===== src/hdl/sat_pkg.sv =====
package sat_pkg;

    ////////////////////////////////////////////////////////////
    // controller states
    ////////////////////////////////////////////////////////////

    // five states need three bits
    typedef enum logic [2:0] {
        ST_IDLE,
        ST_CLEAR,
        ST_STREAM,
        ST_DRAIN,
        ST_FINISH
    } sat_state_e;

    ////////////////////////////////////////////////////////////
    // counter opcodes
    ////////////////////////////////////////////////////////////

    // step wraps the column into the next row at the last column
    typedef enum logic [1:0] {
        CNT_HOLD,
        CNT_CLEAR,
        CNT_STEP
    } cnt_op_e;

endpackage


===== src/hdl/sat_controller.sv =====
`timescale 1ns/1ns

module sat_controller #(
    parameter int COLS = 19,
    parameter int ROWS = 6
) (
    input  logic              clk,
    input  logic              rst,
    input  logic              i_start,
    input  logic              i_pix_valid,
    input  logic              i_advance,
    input  logic              i_col_last,
    input  logic              i_row_last,
    input  logic              i_last_out,
    output logic              o_pix_ready,
    output logic              o_accept,
    output sat_pkg::cnt_op_e  o_cnt_op,
    output logic              o_clear_wr,
    output logic              o_row_start,
    output logic              o_frame_last,
    output logic              o_busy,
    output logic              o_frame_done
);

    localparam int FRAME_PIX = COLS * ROWS;
    localparam int PW = $clog2(FRAME_PIX + 1);

    sat_pkg::sat_state_e state_q;
    sat_pkg::sat_state_e state_d;
    logic                row_start_q;
    logic [PW-1:0]       pix_cnt;

    ////////////////////////////////////////////////////////////
    // state register and row-start flag
    ////////////////////////////////////////////////////////////

    always_ff @(posedge clk or posedge rst) begin
        if (rst) begin
            state_q <= sat_pkg::ST_IDLE;
        end else begin
            state_q <= state_d;
        end
    end

    // column zero is reached after a clear or after the last column
    always_ff @(posedge clk or posedge rst) begin
        if (rst) begin
            row_start_q <= 1'b1;
            pix_cnt     <= '0;
        end else if (state_q == sat_pkg::ST_CLEAR) begin
            row_start_q <= 1'b1;
            pix_cnt     <= '0;
        end else if (o_accept) begin
            row_start_q <= i_col_last;
            pix_cnt     <= pix_cnt + 1'b1;
        end
    end

    ////////////////////////////////////////////////////////////
    // next state and outputs
    ////////////////////////////////////////////////////////////

    assign o_pix_ready  = (state_q == sat_pkg::ST_STREAM) && i_advance;
    assign o_accept     = o_pix_ready && i_pix_valid;
    assign o_row_start  = row_start_q;
    assign o_frame_last = i_col_last && i_row_last;

    always_comb begin
        state_d      = state_q;
        o_cnt_op     = sat_pkg::CNT_HOLD;
        o_clear_wr   = 1'b0;
        o_busy       = 1'b1;
        o_frame_done = 1'b0;
        case (state_q)
            sat_pkg::ST_IDLE: begin
                o_busy = 1'b0;
                if (i_start) begin
                    state_d = sat_pkg::ST_CLEAR;
                end
            end
            sat_pkg::ST_CLEAR: begin
                o_clear_wr = 1'b1;
                if (i_col_last) begin
                    o_cnt_op = sat_pkg::CNT_CLEAR;
                    state_d  = sat_pkg::ST_STREAM;
                end else begin
                    o_cnt_op = sat_pkg::CNT_STEP;
                end
            end
            sat_pkg::ST_STREAM: begin
                if (o_accept) begin
                    o_cnt_op = sat_pkg::CNT_STEP;
                    if (o_frame_last) begin
                        state_d = sat_pkg::ST_DRAIN;
                    end
                end
            end
            sat_pkg::ST_DRAIN: begin
                // the last table value is still in the two stages
                if (i_last_out) begin
                    state_d = sat_pkg::ST_FINISH;
                end
            end
            sat_pkg::ST_FINISH: begin
                o_frame_done = 1'b1;
                state_d      = sat_pkg::ST_IDLE;
            end
            default: begin
                state_d = sat_pkg::ST_IDLE;
            end
        endcase
    end

    ////////////////////////////////////////////////////////////
    // checks
    ////////////////////////////////////////////////////////////

    a_done_single: assert property (@(posedge clk) disable iff (rst)
        o_frame_done |=> !o_frame_done);

    a_accept_stream: assert property (@(posedge clk) disable iff (rst)
        o_accept |-> state_q == sat_pkg::ST_STREAM);

    // the counter's last flags agree with the number of pixels taken
    a_frame_count: assert property (@(posedge clk) disable iff (rst)
        (o_accept && o_frame_last) |-> pix_cnt == PW'(FRAME_PIX - 1));

endmodule


===== src/hdl/sat_counter.sv =====
`timescale 1ns/1ns

module sat_counter #(
    parameter int COLS = 19,
    parameter int ROWS = 6
) (
    input  logic                     clk,
    input  logic                     rst,
    input  sat_pkg::cnt_op_e         i_op,
    output logic [$clog2(COLS)-1:0]  o_col,
    output logic [$clog2(ROWS)-1:0]  o_row,
    output logic                     o_col_last,
    output logic                     o_row_last
);

    localparam int CW = $clog2(COLS);
    localparam int RW = $clog2(ROWS);

    assign o_col_last = (o_col == CW'(COLS - 1));
    assign o_row_last = (o_row == RW'(ROWS - 1));

    always_ff @(posedge clk or posedge rst) begin
        if (rst) begin
            o_col <= '0;
            o_row <= '0;
        end else begin
            case (i_op)
                sat_pkg::CNT_CLEAR: begin
                    o_col <= '0;
                    o_row <= '0;
                end
                sat_pkg::CNT_STEP: begin
                    if (o_col_last) begin
                        o_col <= '0;
                        // the row wraps too so a finished frame leaves both at zero
                        o_row <= o_row_last ? '0 : o_row + 1'b1;
                    end else begin
                        o_col <= o_col + 1'b1;
                    end
                end
                default: begin
                end
            endcase
        end
    end

    a_col_range: assert property (@(posedge clk) disable iff (rst)
        o_col < CW'(COLS));

endmodule


===== src/hdl/sat_line_buffer.sv =====
`timescale 1ns/1ns

module sat_line_buffer #(
    parameter int COLS  = 19,
    parameter int SUM_W = 20
) (
    input  logic                     clk,
    input  logic                     rst,
    input  logic                     i_valid,
    input  logic [SUM_W-1:0]         i_sum,
    input  logic                     i_first_col,
    input  logic [$clog2(COLS)-1:0]  i_col,
    input  logic                     i_clear_wr,
    input  logic                     i_last_item,
    input  logic                     i_sat_ready,
    output logic                     o_ready,
    output logic                     o_sat_valid,
    output logic [SUM_W-1:0]         o_sat_data,
    output logic                     o_sat_last
);

    localparam int CW = $clog2(COLS);

    logic [SUM_W-1:0] mem [COLS];
    logic [CW-1:0]    wr_ptr;
    logic [SUM_W-1:0] sat_next;
    logic             move;

    assign o_ready  = ~o_sat_valid | i_sat_ready;
    assign move     = i_valid & o_ready;
    assign sat_next = i_sum + mem[wr_ptr];

    ////////////////////////////////////////////////////////////
    // pointer and output control
    ////////////////////////////////////////////////////////////

    always_ff @(posedge clk or posedge rst) begin
        if (rst) begin
            wr_ptr      <= '0;
            o_sat_valid <= 1'b0;
            o_sat_last  <= 1'b0;
        end else begin
            if (i_clear_wr) begin
                wr_ptr <= '0;
            end else if (move) begin
                wr_ptr <= (wr_ptr == CW'(COLS - 1)) ? '0 : wr_ptr + 1'b1;
            end
            if (move) begin
                o_sat_valid <= 1'b1;
                o_sat_last  <= i_last_item;
            end else if (i_sat_ready) begin
                o_sat_valid <= 1'b0;
            end
        end
    end

    ////////////////////////////////////////////////////////////
    // row storage
    ////////////////////////////////////////////////////////////

    // writing the table value back turns the stored row into the current one
    always_ff @(posedge clk) begin
        if (i_clear_wr) begin
            mem[i_col] <= '0;
        end else if (move) begin
            mem[wr_ptr] <= sat_next;
        end
        if (move) begin
            o_sat_data <= sat_next;
        end
    end

    a_clear_idle: assert property (@(posedge clk) disable iff (rst)
        !(i_clear_wr && i_valid));

    // the first column of a row always lands at word zero
    a_first_col_ptr: assert property (@(posedge clk) disable iff (rst)
        (i_valid && i_first_col) |-> wr_ptr == '0);

endmodule


===== src/hdl/sat_row_sum.sv =====
`timescale 1ns/1ns

module sat_row_sum #(
    parameter int PIX_W = 8,
    parameter int SUM_W = 20
) (
    input  logic              clk,
    input  logic              rst,
    input  logic              i_accept,
    input  logic [PIX_W-1:0]  i_pix_data,
    input  logic              i_row_start,
    input  logic              i_frame_last,
    input  logic              i_ready,
    output logic              o_advance,
    output logic              o_valid,
    output logic [SUM_W-1:0]  o_sum,
    output logic              o_first_col,
    output logic              o_last_item
);

    // free when empty or when the line buffer takes the current item
    assign o_advance = ~o_valid | i_ready;

    always_ff @(posedge clk or posedge rst) begin
        if (rst) begin
            o_valid <= 1'b0;
        end else if (i_accept) begin
            o_valid <= 1'b1;
        end else if (i_ready) begin
            o_valid <= 1'b0;
        end
    end

    // a new row restarts the running sum at the pixel itself
    always_ff @(posedge clk) begin
        if (i_accept) begin
            o_sum       <= i_row_start ? SUM_W'(i_pix_data) : o_sum + SUM_W'(i_pix_data);
            o_first_col <= i_row_start;
            o_last_item <= i_frame_last;
        end
    end

endmodule


===== src/hdl/sat_top.sv =====
`timescale 1ns/1ns

module sat_top #(
    parameter int COLS  = 19,
    parameter int ROWS  = 6,
    parameter int PIX_W = 8,
    parameter int SUM_W = 20
) (
    input  logic              clk,
    input  logic              rst,
    input  logic              i_start,
    input  logic              i_pix_valid,
    output logic              o_pix_ready,
    input  logic [PIX_W-1:0]  i_pix_data,
    output logic              o_sat_valid,
    input  logic              i_sat_ready,
    output logic [SUM_W-1:0]  o_sat_data,
    output logic              o_sat_last,
    output logic              o_busy,
    output logic              o_frame_done
);

    localparam int CW = $clog2(COLS);

    sat_pkg::cnt_op_e  cnt_op;
    logic [CW-1:0]     col;
    logic              col_last;
    logic              row_last;
    logic              clear_wr;
    logic              accept;
    logic              advance;
    logic              row_start;
    logic              frame_last;
    logic              rs_valid;
    logic [SUM_W-1:0]  rs_sum;
    logic              rs_first_col;
    logic              rs_last_item;
    logic              lb_ready;
    logic              last_out;

    assign last_out = o_sat_valid & i_sat_ready & o_sat_last;

    sat_controller #(.COLS(COLS), .ROWS(ROWS)) u_ctrl (
        .clk(clk), .rst(rst), .i_start(i_start), .i_pix_valid(i_pix_valid),
        .i_advance(advance), .i_col_last(col_last), .i_row_last(row_last),
        .i_last_out(last_out), .o_pix_ready(o_pix_ready), .o_accept(accept),
        .o_cnt_op(cnt_op), .o_clear_wr(clear_wr), .o_row_start(row_start),
        .o_frame_last(frame_last), .o_busy(o_busy), .o_frame_done(o_frame_done)
    );

    sat_counter #(.COLS(COLS), .ROWS(ROWS)) u_cnt (
        .clk(clk), .rst(rst), .i_op(cnt_op), .o_col(col), .o_row(),
        .o_col_last(col_last), .o_row_last(row_last)
    );

    sat_row_sum #(.PIX_W(PIX_W), .SUM_W(SUM_W)) u_row_sum (
        .clk(clk), .rst(rst), .i_accept(accept), .i_pix_data(i_pix_data),
        .i_row_start(row_start), .i_frame_last(frame_last), .i_ready(lb_ready),
        .o_advance(advance), .o_valid(rs_valid), .o_sum(rs_sum),
        .o_first_col(rs_first_col), .o_last_item(rs_last_item)
    );

    sat_line_buffer #(.COLS(COLS), .SUM_W(SUM_W)) u_line_buf (
        .clk(clk), .rst(rst), .i_valid(rs_valid), .i_sum(rs_sum),
        .i_first_col(rs_first_col), .i_col(col), .i_clear_wr(clear_wr),
        .i_last_item(rs_last_item), .i_sat_ready(i_sat_ready), .o_ready(lb_ready),
        .o_sat_valid(o_sat_valid), .o_sat_data(o_sat_data), .o_sat_last(o_sat_last)
    );

endmodule


===== config.mk =====
export PLATFORM = sky130hd
export DESIGN_NAME = sat_top
export DESIGN_NICKNAME = d
export VERILOG_FILES = /design/src/hdl/sat_pkg.sv /design/src/hdl/sat_controller.sv /design/src/hdl/sat_counter.sv /design/src/hdl/sat_line_buffer.sv /design/src/hdl/sat_row_sum.sv /design/src/hdl/sat_top.sv
export SDC_FILE = /design/constraint.sdc
export NUM_CORES = 1
export LEC_CHECK = 0
export ABC_AREA = 1
export BUFFER_PORTS_ARGS = -buffer_cell sky130_fd_sc_hd__buf_2
export CAP_MARGIN = 15
export CORE_ASPECT_RATIO = 0.9
export CORE_UTILIZATION = 55
export DETAILED_ROUTE_END_ITERATION = 7
export PLACE_DENSITY = 0.79
export SLEW_MARGIN = 0
export SYNTH_ARGS = -nofsm -noshare
export SYNTH_HDL_FRONTEND = slang
export SYNTH_SLANG_ARGS = --single-unit

===== constraint.sdc =====
create_clock -name clk -period 4.25 [get_ports clk]
set_input_delay 0.85 -clock clk [delete_from_list [all_inputs] [get_ports clk]]
set_output_delay 0.85 -clock clk [all_outputs]
set_load 0.05 [all_outputs]

# Word-level counts from Yosys, hierarchy flattened
# Memory sizes are Yosys's and may differ from the RTL's.
# Index checks and enable logic that the tools add are counted.
# totals
register_bits	61
ramBits	380
output_inout_bits	25
wordCells	87
memories	1
# mem_list
memory	depth	width	rd	rd_ports_with_merged_regs	write_ports	line_no	text
u_line_buf.mem	19	20	1	0	1	sat_line_buffer.sv:24	logic [SUM_W-1:0] mem [COLS];
# op_classes
add_sub_neg	5
eq_ne	15
mux	35
n_bitwise	7
reduce_logical	12
# op_table
op	count
$mux W5	5
$mux W3	7
$add A20 B20 Y20	1
$add A20 B8 Y20	1
$mux W20	1
$reduce_or A20 Y1	1
$mux W1	15
$pmux W3 S4	1
$add A5 B1 Y5 const B	2
$eq A5 B5 Y1 const B	2
$pmux W5 S2	1
$reduce_bool A2 Y1	5
$mux W8	1
$ne A2 B2 Y1 const B	4
$eq A3 B2 Y1 const B	2
$eq A3 B3 Y1 const B	2
$pmux W3 S2	1
$reduce_and A5 Y1	1
$mux W2	2
$ne A2 B1 Y1 const B	2
$pmux W2 S2	1
$add A3 B1 Y3 const B	1
$and A1 B1 Y1	3
$eq A3 B1 Y1 const B	1
other kinds (7)	11

# Logic depth before layout (Yosys ltp)
# Gate-level depths: netlist (run 1).
# logic_depth
depth_word	10
ltp_mapped	21
ltp_nobuf	18

# By module
# Synthesis (run 1) repeated with hierarchy kept, for this count alone.
# unflattened
cells_unflattened	1748
area_unflattened_um2	19745.2
# modules_own_cells
mod	n_inst	cells_per_inst	area_per_inst_um2
sat_line_buffer	1	1411	17294.1
sat_row_sum	1	217	1636.6
sat_counter	1	70	513.0
sat_controller	1	47	287.8
sat_top	1	3	13.8

# Least setup slack after synthesis (run 1)
# OpenSTA, ideal clock, no wires.
# synth_timing
path_type	register -> register
from	register u_line_buf.wr_ptr[0]
to	memory u_line_buf.mem[0][12], data pin
setup_ns	0.307
t_arrival_ns	3.343
path_slack_ns	0.599
stages_incl_launch_ff	17
n_path_buf	3
synth_period_minus_slack_ns	3.651
path_cell_list	dfrtp_1 > buf_6 > buf_8 > buf_4 > o21ai_0 > o21ai_0 > o211ai_1 > a32oi_1 > ha_1 > fa_1 > nand3_1 > nand2_1 > a21boi_0 > o21ai_1 > nand3b_1 > nand3_1 > a21oi_1
# synth_between
elab_chain_len	3
# synth_rtl
element	line_no	text
start: declaration	sat_line_buffer.sv:25	logic [CW-1:0] wr_ptr;
start signal: assignment	sat_line_buffer.sv:46	wr_ptr <= (wr_ptr == CW'(COLS - 1)) ? '0 : wr_ptr + 1'b1;
$mem_v2 Z19 W20	n/a	
$add A20 B20 Y20	sat_line_buffer.sv:31	assign sat_next = i_sum + mem[wr_ptr];
$mux W20 (no line)	n/a	
end: declaration	sat_line_buffer.sv:24	
# Every way passes these cells.

# Final worst setup path (run 1)
# layout_timing
from	register u_line_buf.wr_ptr[0]
to	memory u_line_buf.mem[3][19], data pin
# Same word-level chain as after synthesis.

==> results of run 1 <==
-- timing repair --
action,in CTS,in global routing
pin swaps,0,0
gates resized for setup,1,4
setup endpoints to repair,19,38
buffers inserted,0,0
-- cell usage in the layout (no fill, tap or decap), types with 5 or more instances in the layout --
| master | n |
|---|---|
| bufinv_16 | 5 |
| o21ai_0 | 172 |
| edfxtp_1 | 421 |
| a32oi_1 | 15 |
| buf_2 | 37 |
| o21ai_1 | 49 |
| xnor2_1 | 6 |
| nand3_1 | 77 |
| nand2_1 | 160 |
| o221ai_1 | 16 |
| o211ai_1 | 62 |
| buf_12 | 21 |
| nor3_1 | 8 |
| a211oi_1 | 5 |
| o22ai_1 | 6 |
| a21oi_1 | 60 |
| xor2_1 | 11 |
| clkbuf_16 | 44 |
| ha_1 | 33 |
| dfrtp_1 | 16 |
| buf_4 | 149 |
| clkinv_1 | 5 |
| a31oi_1 | 8 |
| nor2_1 | 301 |
| nor2_2 | 21 |
| clkbuf_1 | 14 |
| clkinv_2 | 7 |
| inv_1 | 98 |
| nand4_1 | 8 |
-- flip-flops by register name, indices dropped and copies added (netlist names) --
| register | flops |
|---|---|
| u_row_sum.o_last_item | 1 |
| u_ctrl.state_q | 3 |
| u_line_buf.o_sat_data | 20 |
| u_line_buf.mem | 380 |
| u_ctrl.o_row_start | 1 |
| u_line_buf.o_sat_valid | 1 |
| u_row_sum.o_sum | 20 |
| u_cnt.o_row | 3 |
| u_cnt.o_col | 5 |
| u_line_buf.o_sat_last | 1 |
| u_line_buf.wr_ptr | 5 |
| u_row_sum.o_valid | 1 |
-- power by group through the flow --
stage | Clock [uW] | Sequential (uW) | Combinational (uW)
3_5_place_dp | 0 | 6670 | 9540
3_3_place_gp | 0 | 6660 | 9300
6_report | 3800 | 6590 | 9820
4_1_cts | 3840 | 6590 | 9620
5_1_grt | 4000 | 6620 | 10600
2_1_floorplan | 0 | 7000 | 4780
-- critical path, stage by stage, from the launching register on --
cell and delay [ps]:
dfrtp_4 520, inv_4 120, buf_4 310, buf_4 220
nor2_1 50, o211ai_1 190, nand3_1 170, a32oi_1 280
buf_4 180, ha_1 270, a21oi_1 250, o21ai_0 190
a21oi_1 200, nand2_1 90, nor2_2 190, inv_1 70
nand3_1 80, nand2_1 70, nor2_1 140, buf_4 280
-- final cells by class --
| cell class | instances | area, um2 |
|---|---|---|
| flip-flops and latches | 441 | 13200 |
| fillers | 2450 | 11600 |
| repair buffers | 207 | 1720 |
| well taps | 462 | 578 |
| multi-input cells | 1050 | 5450 |
| clock inverters | 18 | 230 |
| inverters | 102 | 385 |
| clock buffers | 58 | 1150 |
-- through the flow --
step                      power, uW  cells
final                         20200   2338
after global routing          21200   2338
after CTS                     20000   2337
after detailed placement      16200   2261
after global placement        16000   2261
after floorplan               11800   1675
-- metal layers --
layer,vias up,GRT usage (%),part of all wire [%]
met5,-,0,0
met2,755,45.4,48
met1,6811,37.6,39
met3,122,5.52,9.5
li1,6368,-,-
met4,0,9.77,3.0
-- worst max-delay path by stage --
| stage | to | slack [ps] | from |
|---|---|---|---|
| 6_report | u_line_buf.mem[3][19]$_DFFE_PP_ | 190 | u_line_buf.wr_ptr[0]$_DFFE_PP0P_ |
| 5_1_grt | u_line_buf.mem[3][19]$_DFFE_PP_ | 20 | u_line_buf.wr_ptr[0]$_DFFE_PP0P_ |
| 4_1_cts | u_line_buf.mem[9][8]$_DFFE_PP_ | 30 | u_line_buf.wr_ptr[1]$_DFFE_PP0P_ |
| 3_5_place_dp | u_line_buf.mem[14][17]$_DFFE_PP_ | -60 | u_line_buf.wr_ptr[0]$_DFFE_PP0P_ |
| 3_3_place_gp | u_line_buf.mem[15][17]$_DFFE_PP_ | 70 | u_line_buf.wr_ptr[1]$_DFFE_PP0P_ |
| 2_1_floorplan | u_line_buf.mem[0][12]$_DFFE_PP_ | 600 | u_line_buf.wr_ptr[0]$_DFFE_PP0P_ |
-- logic make-up after synthesis --
| family | after synthesis | synth area share (%) |
|---|---|---|
| simple gates | 593 | 12.5 |
| buf+inv | 184 | 4.24 |
| mux | 1 | 0.0517 |
| flops | 441 | 67.9 |
| fa+ha+maj | 35 | 2.34 |
| xor+xnor | 17 | 0.770 |
| compound gates | 404 | 12.2 |
==> parameters.txt, run 1 <==
Parameter                              Value

Clocking
  Insertion delay of the later-clocked pin in the worst-skew pair ... approximately 570 ps
  Total number of clock tree sinks ... 441
  CTS tree ... done
  Clk slew on worst S/H paths ... ~60 ps
  CTS Buf Count ... between 40 and 50
  Maximum buffer depth of the clock tree ... 3
  Clock root buffer master ... clkbuf_16
  Max H-tree Level ... 2
  CTS Hold Buffers Added ... 0

Timing
  Number of hold violations in the final report ... 0
  Worst hold slack ... between 400 and 500 ps
  Measured slew at the worst slew-check pin ... approximately 930 ps
  Highest attainable clock frequency ... 246 MHz
  Final min period ... ~4000 ps
  Setup TNS ... 0 ps
  Max-slew violation count ... 0
  Final critical-path share of the clock period ... between 90% and 100%
  Setup-violating endpoint count in the final report ... 0
  Remaining max-slew budget at the tightest pin ... around 38%
  RSZ-0062 raised after global routing ... no
  Largest clock skew in the final design ... roughly 23 ps
  Post-route worst setup slack ... 186 ps

Pwr
  Net switching fraction of the power ... around two fifths
  Worst voltage drop across the vdd grid ... ~0.55 mV
  Standby leakage power ... 0.00839 uW
  P_int ... around 12000 uW
  Net Switching ... 8020 uW
  Power share of the combinational group ... around 49%
  Clock power share ... a little under a fifth
  Sequential share of power ... around 33%
  Power density over the cells ... between 800 and 900 mW/mm2

Global routing
  Tot GR Track Use ... ~28%
  Number of antenna violations at the first check in global routing ... 0
  Number of global-route vias before repair ... between 10000 and 15000
  Largest net degree at the start of global routing ... 46
  GRT Residual Overflow ... 0
  Wire length of the first global-routing pass ... between 70 and 80 mm

Finish
  Fraction of layout cells with a size suffix above 1 ... between 10% and 20%
  Final core utilization ... 66.2%
  N_diodes ... 0
  Net count reported at finish ... 1893
  Final design instance area without fill ... around 0.023 mm2
  Growth of design area from synthesis to finish ... 17.2%

Synth
  Number of synthesized register bits ... around 440
  Per-instance average area after synthesis ... 11.5 um2
  Syn nets ... 1723
  Yosys synthesis warning count ... 0
  Main flop type after synthesis ... edfxtp_1
  Sequential cell area fraction in the yosys report ... between 60 and 70%
  Mapped Cells ... approximately 1700
  Most numerous cell types in the synthesized netlist ... edfxtp_1 (421), nor2_1 (322), o21ai_0 (172)
  Yosys top cell area share ... 65.4%
  Unique masters post-synth ... 45
  Synthesized cell area ... 0.0193 mm2
  Most repeated cell in the gate-level netlist after synthesis ... edfxtp_1
  Top cell type by total area after synthesis ... edfxtp_1
  Share of synthesized flip-flops with an asynchronous set or reset ... under 10%
  Number of enable-type register cells in the synthesized netlist ... between 400 and 500
  Biggest area contributors in the synthesized netlist ... edfxtp_1 (65%), nor2_1 (6.2%), o21ai_0 (4.5%)

Flow run
  Max-cap violations ... 0

Setup path
  Count of cells along the worst register-to-register path ... 19
  FF-to-FF Start ... u_line_buf.wr_ptr[0]$_DFFE_PP0P_
  Startpoint types ... register
  Required arrival time at the worst endpoint ... roughly 4600 ps
  Worst reg-to-reg setup slack ... 190 ps
  Highest net fanout along the worst path ... 30
  Arrival time of data at the critical path endpoint ... ~4400 ps
  Startpoint-to-endpoint class of the critical path ... register to register
  CP Capture Type ... register
  Worst reg2reg path endpoint ... u_line_buf.mem[3][19]$_DFFE_PP_

Die
  Effective utilization at floorplan ... 56.4%
  Overall die area ... 0.0359 mm2
  Die span in y ... roughly 180 um
  Core area ... 0.0343 mm2
  Std cell rows ... 64
  Horiz. Die Dim ... around 200 um
  I/O pin count ... 38

Worst hold path
  Hold Crit Class ... primary input to asynchronous set/reset pin

Detailed routing
  Vias per cell ... 6.01
  Number of vias in the routed layout ... between 10000 and 15000
  Post-route DRC ... 0
  Pre-Repair DR Iteration Count ... 6
  Iteration-0 DRC Markers ... around 1600
  Average wire per cell in the routed design ... roughly 21 um
  Final wirelength ... just under 50 mm
  Number of nets with antenna violations after routing ... 0

Run status
  Result of the run ... finished, final reports clean

Placement
  Final estimated routing congestion in global placement ... about 0.9
  Total of buffers placed on input and output ports ... 37
  Final HPWL from detailed placement ... about 33 mm
  Setup Slack @ Placement ... -62.6 ps
  Post-placement cell area ... approximately 0.021 mm2
Note: power is estimated with default switching activity, not from simulation.
==> run 2: changes to the inputs <==
- GPL_TIMING_DRIVEN: unset -> 0
==> parameters.txt, run 2 (synthesis gave the netlist of run 1 again) <==
Parameter                              Value

Timing
  Final critical-path share of the clock period ... 98.3% (+2.6 points)
  Final min period ... 4180 ps (+112 ps)
  Number of hold violations in the final report ... 0 (unchanged)
  Largest clock skew in the final design ... 25.7 ps (+2.85 ps)
  Max-slew violation count ... 0 (unchanged)
  Highest attainable clock frequency ... 239 MHz (-2.7%)
  Post-route worst setup slack ... 73.8 ps (-112 ps)
  Measured slew at the worst slew-check pin ... 944 ps (+11.4 ps)
  Remaining max-slew budget at the tightest pin ... 37.0% (-0.76 points)
  Setup-violating endpoint count in the final report ... 0 (unchanged)
  RSZ-0062 raised after global routing ... yes

Detailed routing
  Final wirelength ... 54.3 mm (+9.7%)
  Pre-Repair DR Iteration Count ... 6 (unchanged)
  Routed metal-1 wire length ... 20.6 mm (+5.6%)
  Number of nets with antenna violations after routing ... 0 (unchanged)
  Highest Signal Layer ... met4
  Average wire per cell in the routed design ... 23.7 um (+12%)
  Post-route DRC ... 0 (unchanged)
  Vias per cell ... 6.25 (+3.9%)
  Sum of met2 wire segment lengths after detailed routing ... 24.7 mm (+3.4%)
  Met3 routed wirelength ... 7.18 mm (+53%)
  Number of vias in the routed layout ... 14345 (+2.1%)
  Iteration-0 DRC Markers ... 2203 (+37%)

Clocking
  Maximum buffer depth of the clock tree ... 3 (unchanged)
  Clk slew on worst S/H paths ... 70 ps (about the same)
  Total number of clock tree sinks ... 441 (unchanged)
  Insertion delay of the later-clocked pin in the worst-skew pair ... 570 ps (about the same)
  CTS Buf Count ... 44 (+2.3%)
  Clock root buffer master ... clkbuf_16
  Max H-tree Level ... 2 (unchanged)
  CTS tree ... done

Global routing
  Number of antenna violations at the first check in global routing ... 0 (unchanged)
  GRT Residual Overflow ... 0 (unchanged)
  Number of global-route vias before repair ... 13469 (-2.7%)
  Wire length of the first global-routing pass ... 81.8 mm (+7.5%)
  Largest net degree at the start of global routing ... 24 (-48%)
  Tot GR Track Use ... 30.7% (+2.7 points)

Finish
  Sequential cell area ... 0.0131 mm2 (about the same)
  Net count reported at finish ... 1848 (-2.4%)
  Largest registers ranked by flip-flop count ... u_line_buf.mem (380), u_line_buf.o_sat_data (20), u_row_sum.o_sum (20)
  Fill cell total of the finished layout ... 2521 (+2.9%)
  Top library cells by usage in the layout, fill and taps aside ... edfxtp_1 (421), nor2_1 (294), o21ai_0 (166), nand2_1 (159), inv_1 (97)
  Leading cell type in the layout, fill and taps excluded ... edfxtp_1
  Area taken by multi-input logic gates ... 0.00573 mm2 (+5.2%)
  Register ranked first by flip-flop count ... u_line_buf.mem
  Fraction of layout cells with a size suffix above 1 ... 15.2% (-1.1 points)
  Final core utilization ... 65.7% (-0.45 points)
  N_diodes ... 0 (unchanged)
  Number of flip-flops in the largest register ... 380 (unchanged)
  Growth of design area from synthesis to finish ... 16.4%

Setup path
  Count of cells along the worst register-to-register path ... 18 (-1)
  Highest net fanout along the worst path ... 12 (-60%)
  Startpoint types ... register
  CP Capture Type ... register
  Startpoint-to-endpoint class of the critical path ... register to register
  Arrival time of data at the critical path endpoint ... 4580 ps (+150 ps)
  Required arrival time at the worst endpoint ... 4650 ps (+30 ps)

Placement
  Setup Slack @ Placement ... -989 ps (-926 ps)
  Total of buffers placed on input and output ports ... 37 (unchanged)
  Final estimated routing congestion in global placement ... 0.924 (+0.74%)
  Final HPWL from detailed placement ... 37.6 mm (+15%)

Die
  Die span in y ... 180 um (unchanged)
  Std cell rows ... 64 (unchanged)
  Horiz. Die Dim ... 200 um (unchanged)
  Core area ... 0.0343 mm2 (unchanged)
  Effective utilization at floorplan ... 56.4% (unchanged)
  Overall die area ... 0.0359 mm2 (unchanged)
  I/O pin count ... 38 (unchanged)

Pwr
  Power density over the cells ... 888 mW/mm2 (-0.32%)
  Worst voltage drop across the vdd grid ... 0.468 mV (-15%)
  Standby leakage power ... 0.00812 uW (-3.2%)

Worst hold path
  Hold Crit Class ... primary input to asynchronous set/reset pin

Run status
  Result of the run ... finished, final reports clean

Flow run
  Max-cap violations ... 0 (unchanged)
-- run 2: cell types whose count changed in the layout (fill, tap and decap cells not counted), moves of 7 or more --
cell / change
nor2_1: -7
clkbuf_1: +18
buf_2: +16
a32oi_1: -8
buf_6: +15
a32oi_2: +7
buf_8: +18
buf_12: -17
clkbuf_2: +16
buf_4: -122
-- run 2: worst max-delay path, cell delays in order (launching register included) --
cell	delay [ps]
dfrtp_2	490
buf_6	200
buf_8	170
buf_4	220
o21ai_0	100
o21ai_0	300
o211ai_1	230
a32oi_2	370
ha_2	310
fa_2	250
nand3_1	90
nand2_1	130
a21boi_2	90
o21ai_2	250
nand3b_1	150
nand2_1	90
nand2_1	100
a21oi_4	240
buf_6	200
-- run 2: timing repair --
item                       CTS  global route
pin swaps                   10            17
resized for setup           48            64
setup endpoints to repair  305           275
buffers inserted             4             4
hold buffers                 0             0
-- run 2: worst paths after layout --
| kind | startpoint | to | slack [ps] |
|---|---|---|---|
| worst min-delay path | rst | u_line_buf.wr_ptr[1]$_DFFE_PP0P_ | 440 |
| worst max-delay path | u_line_buf.wr_ptr[0]$_DFFE_PP0P_ | u_line_buf.mem[3][12]$_DFFE_PP_ | 70 |
| min in group clk | u_row_sum.o_last_item$_DFFE_PP_ | u_line_buf.o_sat_last$_DFFE_PP0P_ | 460 |
| max in group asynchronous | rst | u_line_buf.wr_ptr[0]$_DFFE_PP0P_ | 3240 |
| worst min register to register | u_row_sum.o_last_item$_DFFE_PP_ | u_line_buf.o_sat_last$_DFFE_PP0P_ | 460 |
| worst max register to register | u_line_buf.wr_ptr[0]$_DFFE_PP0P_ | u_line_buf.mem[3][12]$_DFFE_PP_ | 70 |
-- run 2: area by class of cell --
type | count | area share (%)
clock inverters | 20 | 0.889
inverters | 102 | 1.71
plain buffers | 82 | 2.18
clock buffers | 61 | 5.45
repair buffers | 79 | 3.38
flip-flops and latches | 441 | 58.4
well taps | 462 | 2.57
multi-input cells | 1050 | 25.5
-- run 2: stage by stage --
step | power [uW] | setup TNS, ps | hold WS, ps | cell area (um2) | cells
after floorplan | 11800 | 0 | 418 | 19300 | 1675
after global placement | 14500 | -291650 | 426 | 20100 | 2174
after detailed placement | 15000 | -122990 | 457 | 20600 | 2208
after CTS | 19300 | 0 | 451 | 22300 | 2293
after global routing | 20900 | -658 | 488 | 22500 | 2297
final | 20000 | 0 | 437 | 22500 | 2297
-- run 2: power by group --
group	switching, uW	leakage, uW	internal (uW)
Clock	1650	0.000698	2210
Combinational	6770	0.00328	2800
Sequential	167	0.00414	6400
-- run 2: routing by layer --
metal  vias up  track usage (%)
met2      1001             46.5
met1      6912             44.4
li1       6290                -
met5         -                0
met4         0             9.62
met3       142             6.66
